--- src/rtl/hram_seq_config.svh ---
`ifndef HRAM_SEQ_CONFIG_SVH
`define HRAM_SEQ_CONFIG_SVH

// ----------------------------------------------------------------------
// burst geometry
// ----------------------------------------------------------------------

// 16-bit beats per burst
`define HRAM_BURST_WORDS 64

// bytes per burst and the address step
`define HRAM_BURST_BYTES 128

// ----------------------------------------------------------------------
// bus widths
// ----------------------------------------------------------------------

`define HRAM_ADDR_W 32
`define HRAM_DATA_W 16

// source fifo fill count
`define HRAM_LEVEL_W 8

`endif

--- src/rtl/hram_seq_pkg.sv ---
`default_nettype none

`include "hram_seq_config.svh"

package hram_seq_pkg;

  // ----------------------------------------------------------------------
  // width types
  // ----------------------------------------------------------------------

  // byte address and file length
  typedef logic [`HRAM_ADDR_W-1:0] hram_addr_t;
  typedef logic [`HRAM_DATA_W-1:0] hram_data_t;
  typedef logic [`HRAM_LEVEL_W-1:0] hram_level_t;

  // one bit wider than the index to count up to a full burst
  typedef logic [$clog2(`HRAM_BURST_WORDS):0] hram_beat_cnt_t;

  // burst fsm
  typedef enum logic [2:0] {
    st_idle,
    st_cmd,
    st_write,
    st_read,
    st_wait_done
  } hram_state_e;

  // ----------------------------------------------------------------------
  // phy-side bundles
  // ----------------------------------------------------------------------

  // rw is 0 for write and 1 for read
  typedef struct packed {
    logic       valid;
    logic       rw;
    hram_addr_t addr;
  } hram_cmd_t;

  typedef struct packed {
    logic       valid;
    logic       last;
    hram_data_t data;
  } hram_wdata_t;

endpackage

`default_nettype wire

--- src/rtl/hram_burst_request.sv ---
`default_nettype none

`include "hram_seq_config.svh"

module hram_burst_request
  import hram_seq_pkg::*;
(
  input  wire         i_clk,
  input  logic        i_reset,
  input  logic        i_cmd_ready,
  input  hram_level_t i_fifo_level,
  input  logic        i_sink_ready,
  input  logic        i_rw,
  output logic        o_go
);

  // enough words queued for one full write burst
  localparam hram_level_t c_level_min = hram_level_t'(`HRAM_BURST_WORDS);

  logic r_level_ok;
  logic r_sink_ok;

  // ----------------------------------------------------------------------
  // registered gating flags
  // ----------------------------------------------------------------------

  // threshold compare kept off the fsm path
  always_ff @(posedge i_clk) begin
    if (i_reset) begin
      r_level_ok <= 1'b0;
      r_sink_ok  <= 1'b0;
    end else begin
      r_level_ok <= (i_fifo_level >= c_level_min);
      r_sink_ok  <= i_sink_ready;
    end
  end

  // ----------------------------------------------------------------------
  // start request
  // ----------------------------------------------------------------------

  // live phy ready gated by the flag of the current direction
  always_comb begin
    if (i_rw) begin
      o_go = i_cmd_ready & r_sink_ok;
    end else begin
      o_go = i_cmd_ready & r_level_ok;
    end
  end

endmodule

`default_nettype wire

--- src/rtl/hram_burst_fsm.sv ---
`default_nettype none

`include "hram_seq_config.svh"

module hram_burst_fsm
  import hram_seq_pkg::*;
(
  input  wire         i_clk,
  input  logic        i_reset,
  input  logic        i_init_done,
  input  logic        i_go,
  input  logic        i_done,
  input  logic        i_rw,
  input  hram_data_t  i_wr_data,
  output logic        o_issue,
  output logic        o_burst_end,
  output logic        o_wr_pop,
  output hram_wdata_t o_wdata
);

  // beat index of the final pop in a burst
  localparam hram_beat_cnt_t c_last_beat = hram_beat_cnt_t'(`HRAM_BURST_WORDS - 1);

  hram_state_e    r_state;
  hram_beat_cnt_t r_beat_cnt;
  logic           r_issue;
  logic           r_pop;
  logic           r_wvalid;
  logic           r_wlast;
  hram_data_t     r_wdata_q;

  // ----------------------------------------------------------------------
  // burst state machine
  // ----------------------------------------------------------------------

  always_ff @(posedge i_clk) begin
    if (i_reset) begin
      r_state    <= st_idle;
      r_beat_cnt <= '0;
      r_issue    <= 1'b0;
      r_pop      <= 1'b0;
      r_wvalid   <= 1'b0;
      r_wlast    <= 1'b0;
    end else begin
      // command strobe is a single cycle
      r_issue  <= 1'b0;

      // beats trail their pop by one cycle
      r_wvalid <= r_pop;
      r_wlast  <= r_pop & (r_beat_cnt == c_last_beat);

      case (r_state)
        st_idle: begin
          if (i_init_done) begin
            r_state <= st_cmd;
          end
        end

        st_cmd: begin
          r_beat_cnt <= '0;
          if (i_go) begin
            r_issue <= 1'b1;
            if (i_rw) begin
              r_state <= st_read;
            end else begin
              r_state <= st_write;
              r_pop   <= 1'b1;
            end
          end
        end

        // one pop per cycle until the burst is drained
        st_write: begin
          r_beat_cnt <= r_beat_cnt + 1'b1;
          if (r_beat_cnt == c_last_beat) begin
            r_pop   <= 1'b0;
            r_state <= st_wait_done;
          end
        end

        // read data bypasses the sequencer
        st_read: begin
          r_state <= st_wait_done;
        end

        st_wait_done: begin
          if (i_done) begin
            r_state <= st_cmd;
          end
        end

        default: begin
          r_state <= st_idle;
        end
      endcase
    end
  end

  // write payload, sampled in the pop cycle
  always_ff @(posedge i_clk) begin
    if (r_pop) begin
      r_wdata_q <= i_wr_data;
    end
  end

  // ----------------------------------------------------------------------
  // outputs
  // ----------------------------------------------------------------------

  // lets the sequencer step on the same edge as the return to cmd
  assign o_burst_end = (r_state == st_wait_done) & i_done;

  assign o_issue  = r_issue;
  assign o_wr_pop = r_pop;

  always_comb begin
    o_wdata.valid = r_wvalid;
    o_wdata.last  = r_wlast;
    o_wdata.data  = r_wdata_q;
  end

endmodule

`default_nettype wire

--- src/rtl/hram_addr_sequencer.sv ---
`default_nettype none

`include "hram_seq_config.svh"

module hram_addr_sequencer
  import hram_seq_pkg::*;
(
  input  wire        i_clk,
  input  logic       i_reset,
  input  hram_addr_t i_file_len,
  input  logic       i_issue,
  input  logic       i_burst_end,
  output logic       o_rw,
  output hram_cmd_t  o_cmd
);

  localparam hram_addr_t c_step = hram_addr_t'(`HRAM_BURST_BYTES);

  hram_addr_t r_addr;
  hram_addr_t r_last_addr;
  logic       r_rw;

  // start address of the final burst in the file
  always_ff @(posedge i_clk) begin
    r_last_addr <= i_file_len - c_step;
  end

  // ----------------------------------------------------------------------
  // address and direction stepping
  // ----------------------------------------------------------------------

  always_ff @(posedge i_clk) begin
    if (i_reset) begin
      r_addr <= '0;
      r_rw   <= 1'b0;
    end else if (i_burst_end) begin
      if (r_addr >= r_last_addr) begin
        // wrap to address 0 where write turns into read for good
        r_addr <= '0;
        r_rw   <= 1'b1;
      end else begin
        r_addr <= r_addr + c_step;
      end
    end
  end

  assign o_rw = r_rw;

  // command bundle toward the phy
  always_comb begin
    o_cmd.valid = i_issue;
    o_cmd.rw    = r_rw;
    o_cmd.addr  = r_addr;
  end

endmodule

`default_nettype wire

--- src/rtl/hram_seq_top.sv ---
`default_nettype none

module hram_seq_top
  import hram_seq_pkg::*;
(
  input  wire         w_clk_200m,
  input  logic        r_reset,

  // phy handshake
  input  logic        i_init_done,
  input  logic        i_cmd_ready,
  input  logic        i_done,

  // source fifo and sink
  input  hram_level_t i_fifo_level,
  input  logic        i_sink_ready,
  input  hram_data_t  i_wr_data,

  input  hram_addr_t  i_file_len,
  input  logic        i_restart,

  output hram_cmd_t   o_cmd,
  output hram_wdata_t o_wdata,
  output logic        o_wr_pop
);

  logic s_reset;
  logic s_go;
  logic s_issue;
  logic s_burst_end;
  logic s_rw;

  // soft restart behaves like the system reset
  assign s_reset = r_reset | i_restart;

  // ----------------------------------------------------------------------
  // decode, execute, result
  // ----------------------------------------------------------------------

  hram_burst_request u_request (
    .i_clk        (w_clk_200m),
    .i_reset      (s_reset),
    .i_cmd_ready  (i_cmd_ready),
    .i_fifo_level (i_fifo_level),
    .i_sink_ready (i_sink_ready),
    .i_rw         (s_rw),
    .o_go         (s_go)
  );

  hram_burst_fsm u_fsm (
    .i_clk       (w_clk_200m),
    .i_reset     (s_reset),
    .i_init_done (i_init_done),
    .i_go        (s_go),
    .i_done      (i_done),
    .i_rw        (s_rw),
    .i_wr_data   (i_wr_data),
    .o_issue     (s_issue),
    .o_burst_end (s_burst_end),
    .o_wr_pop    (o_wr_pop),
    .o_wdata     (o_wdata)
  );

  hram_addr_sequencer u_addr (
    .i_clk       (w_clk_200m),
    .i_reset     (s_reset),
    .i_file_len  (i_file_len),
    .i_issue     (s_issue),
    .i_burst_end (s_burst_end),
    .o_rw        (s_rw),
    .o_cmd       (o_cmd)
  );

endmodule

`default_nettype wire

--- config.mk ---
export PLATFORM = sky130hd
export DESIGN_NAME = hram_seq_top
export DESIGN_NICKNAME = d
export VERILOG_FILES = /design/src/rtl/hram_seq_pkg.sv /design/src/rtl/hram_burst_request.sv /design/src/rtl/hram_burst_fsm.sv /design/src/rtl/hram_addr_sequencer.sv /design/src/rtl/hram_seq_top.sv
export VERILOG_INCLUDE_DIRS = /design/src /design/src/rtl
export SDC_FILE = /design/constraint.sdc
export NUM_CORES = 1
export LEC_CHECK = 0
export BUFFER_PORTS_ARGS = -buffer_cell sky130_fd_sc_hd__buf_2
export CORE_MARGIN = 8
export CORE_UTILIZATION = 50
export CTS_BUF_LIST = sky130_fd_sc_hd__clkbuf_8
export DETAILED_ROUTE_END_ITERATION = 8
export HOLD_SLACK_MARGIN = 0.02
export PLACE_DENSITY = 0.8
export SLEW_MARGIN = 20
export SYNTH_ARGS = -nofsm -noshare
export SYNTH_HDL_FRONTEND = slang
export SYNTH_SLANG_ARGS = --single-unit
export TNS_END_PERCENT = 50
--- constraint.sdc ---
create_clock -name w_clk_200m -period 2.7 [get_ports w_clk_200m]
set_input_delay 0.54 -clock w_clk_200m [delete_from_list [all_inputs] [get_ports w_clk_200m]]
set_output_delay 0.54 -clock w_clk_200m [all_outputs]
set_load 0.01 [all_outputs]
==> flow_metrics.py <==
metrics = {
    "outcome": {
        "outcome": "finished, final reports clean",
    },
    "logic_synthesis": {
        "count_leader_synth": "dfxtp_1",
        "number_of_enable_flip_flop_cells_after_synthesis": 16,
        "synth.top_cells.by_count": "74 x dfxtp_1, 44 x nand2_1, 34 x inv_1, 30 x xor2_1",
        "synthesis.instances": 458,
        "synthesis.yosys.warnings": 0,
        "syn_avg_cell_area_um2": 9.31,
        "synth.yosys.seq_area_share_pct": 46.0,
        "netlist.top_cell.by_area": "dfxtp_1",
        "asyncSetResetFlopFracSynth_pct": 0,
        "synth_top_area_share_pct": 34.8,
        "synth_flop_cell": "dfxtp_1",
        "yosys_register_bits": 90,
        "netlist-cell-type-count": 52,
        "syn-cell-area_mm2": 0.00426,
        "synthTopCellsByArea": "dfxtp_1 35%, edfxtp_1 11%, ha_1 8.2%, xor2_1 6.2%, nand2_1 3.9%",
    },
    "setup_path": {
        "path_cells": "ha_1 -> a21oi_1 -> o21ai_0 -> a221oi_1 -> nand2_1 -> o311a_1 -> buf_4 -> o21a_1",
        "worst_path_largest_cell_delay_ns": 0.49,
        "crit_end_element": "register",
        "critical_path.startpoint_type": "register",
        "number_of_cells_on_the_worst_reg_to_reg_path": 8,
        "worst-endpoint-arrival_ns": 2.57,
        "critical_path_class": "reg2reg",
        "timing.critical_path.slowest_stage_cell": "a221oi_1",
        "worst_ep_required_time_ns": 2.95,
        "critical_path_peak_fanout": 13,
    },
    "cells_and_area": {
        "proportion_of_layout_cells_with_a_drive_suffix_above_1_pct": 23.9,
        "fin_nets": 652,
        "synthesis_to_finish_area_growth_pct": 18.4,
        "num-fill-cells": 676,
        "area_of_the_multi_input_gates_mm2": 0.00206,
        "final_core_utilization_pct": 61.1,
        "seqCellArea_mm2": 0.00196,
        "antenna_cells": 0,
    },
    "sta": {
        "setup_viol": 0,
        "worstMarginPinSlew_ns": 0.742,
        "maxClockFrequency_mhz": 431,
        "timing.max_slew.rel_slack_pct": 50.6,
        "slew_violations": 0,
        "timing_hold_violations_final": 0,
        "worst_clock_skew_ns": 0.0135,
        "post-route-min-period_ns": 2.32,
        "unrepaired_setup_endpoints_after_global_routing": "no",
        "post-route-period-util_pct": 85.9,
        "holdWs_ns": 0.288,
        "setup_total_negative_slack_ns": 0,
    },
    "clock_network": {
        "clockRootBuffer": "clkbuf_8",
        "cts.htree.levels": 3,
        "worstSkewPairLatency_ns": 0.35,
        "ctsHoldBuffers": 0,
        "worst_setup_hold_path_clk_slew_ns": 0.09,
        "ctsResizeCount": 0,
        "ctsLongestPathBuffers": 2,
        "postCtsSetupRepairBufs": 0,
        "numCtsBuffers": 9,
        "cts_tree": "done",
        "tritoncts_num_sinks": 90,
    },
    "pwr": {
        "pwr_density_cell_mw_per_mm2": 479,
        "max_vdd_drop_uv": 218,
        "static_power_due_to_leakage_uw": 0.00230,
    },
    "routing": {
        "dr.first_iter.drc_count": 176,
        "vias": 3569,
        "totalWireLength_um": 9490,
        "ant_nets": 0,
        "vias_per_cell": 5.32,
        "drc_errors": 0,
        "routedWlPerCell_um": 14.1,
        "drt_pass1_iterations": 4,
    },
    "grt": {
        "track_usage_pct": 16.1,
        "vias_in_the_first_global_route": 3446,
        "antenna_found_initial": 0,
        "maximum_number_of_pins_on_one_net_before_global_route_repair": 39,
        "overflow": 0,
        "grt_first_pass_wirelength_um": 15300,
    },
    "flow_run": {
        "cap_viol_max_count": 0,
    },
    "die": {
        "io_pins": 116,
        "initial_utilization_pct": 51.6,
        "num_rows": 33,
        "die_area_mm2": 0.0117,
        "floorplan.die.height_um": 108,
        "chipWidth_um": 108,
        "core_area_mm2": 0.00826,
    },
    "hold_path": {
        "min_path_type": "in2reg",
        "whs_path_depth": 1,
    },
    "place": {
        "buffer_ports.inserted": 102,
        "hpwl_detailed_um": 7400,
        "globalplace.congestion": 0.830,
    },
}
## final timing paths
check | from | end | slack, ns
worst min register to register | u_fsm.r_beat_cnt[6] | u_fsm.r_beat_cnt[6] | 0.50
worst min-delay path | i_file_len[4] | u_addr.r_last_addr[4] | 0.29
worst max register to register | u_addr.r_addr[27] | u_addr.o_rw | 0.38
worst max-delay path | u_addr.r_addr[27] | u_addr.o_rw | 0.38
## worst max-delay path: cells and delay by family (launching register included)
family | cells | cell delay, ns
adder cells (fa/ha/maj) | 1 | 0.34
AND/OR/NAND/NOR | 1 | 0.10
AO/OA/AOI/OAI | 5 | 1.22
buffers and inverters | 1 | 0.19
flip-flops | 1 | 0.35
## layout by cell type (no fill, tap or decap), types with 7 or more instances in the layout
cell type  netlist  routed
nand3_1         16      16
a21oi_1         29      29
edfxtp_1        16      16
nand2_1         44      44
nor3_1          29      29
nand4_1          9       9
conb_1           1       7
buf_4           11       9
o21ai_0         16      16
dfxtp_1         74      74
ha_1            28      28
xnor2_1         10      10
nor2_1          27      27
clkbuf_8         0      10
buf_2            2     102
and3_1           9       9
xor2_1          30      30
inv_1           34      37
## registers in the layout, summed over array words and instances (netlist names)
register	cells
u_addr.r_last_addr	32
u_addr.r_addr	25
u_fsm.r_wdata_q	16
u_fsm.r_beat_cnt	7
u_fsm.r_state	3
u_addr.o_rw	1
u_fsm.o_issue	1
u_fsm.o_wr_pop	1
u_fsm.r_wlast	1
u_fsm.r_wvalid	1
u_request.r_level_ok	1
u_request.r_sink_ok	1
## report_power, final
part	switching, uW	total [uW]	internal (uW)
combinational	82.5	147	64.4
clock	429	870	440
sequential	7.97	1400	1390
total	520	2420	1900
## per-stage QoR
| step | instance area (um2) | setup slack, ns | std cells | total power, uW |
|---|---|---|---|---|
| global route | 5050 | 0.175 | 671 | 2530 |
| detailed placement | 4860 | 0.166 | 655 | 1580 |
| floorplan | 4290 | 0.473 | 464 | 1510 |
| finish | 5050 | 0.380 | 671 | 2420 |
| CTS | 5050 | 0.380 | 671 | 2450 |
| global placement | 4860 | 0.249 | 655 | 1570 |
## kinds of logic after synthesis
family,count (synthesis),synth area share (%)
simple gates,173,21.7
flops,90,46.0
buf+inv,59,6.22
fa+ha+maj,28,8.22
compound gates,65,9.10
other cells,1,0.0880
xor+xnor,40,8.22
mux,2,0.470
## area by class of cell
| cell class | count | area share [%] |
|---|---|---|
| Tap cell | 105 | 2.60 |
| Timing Repair Buffer | 111 | 11.5 |
| Clock inverter | 6 | 1.02 |
| Sequential cell | 90 | 38.9 |
| Multi-Input combinational cell | 315 | 40.8 |
| Clock buffer | 10 | 2.73 |
| Inverter | 34 | 2.53 |
## metal layers
layer	share of wire [%]	up-vias	GRT usage, %
li1	-	1783	-
met3	9.0	14	5.71
met4	1.4	0	6.55
met2	48	120	27.1
met5	0	-	0
met1	42	1652	18.2
Power figures use the tool's default switching activity.
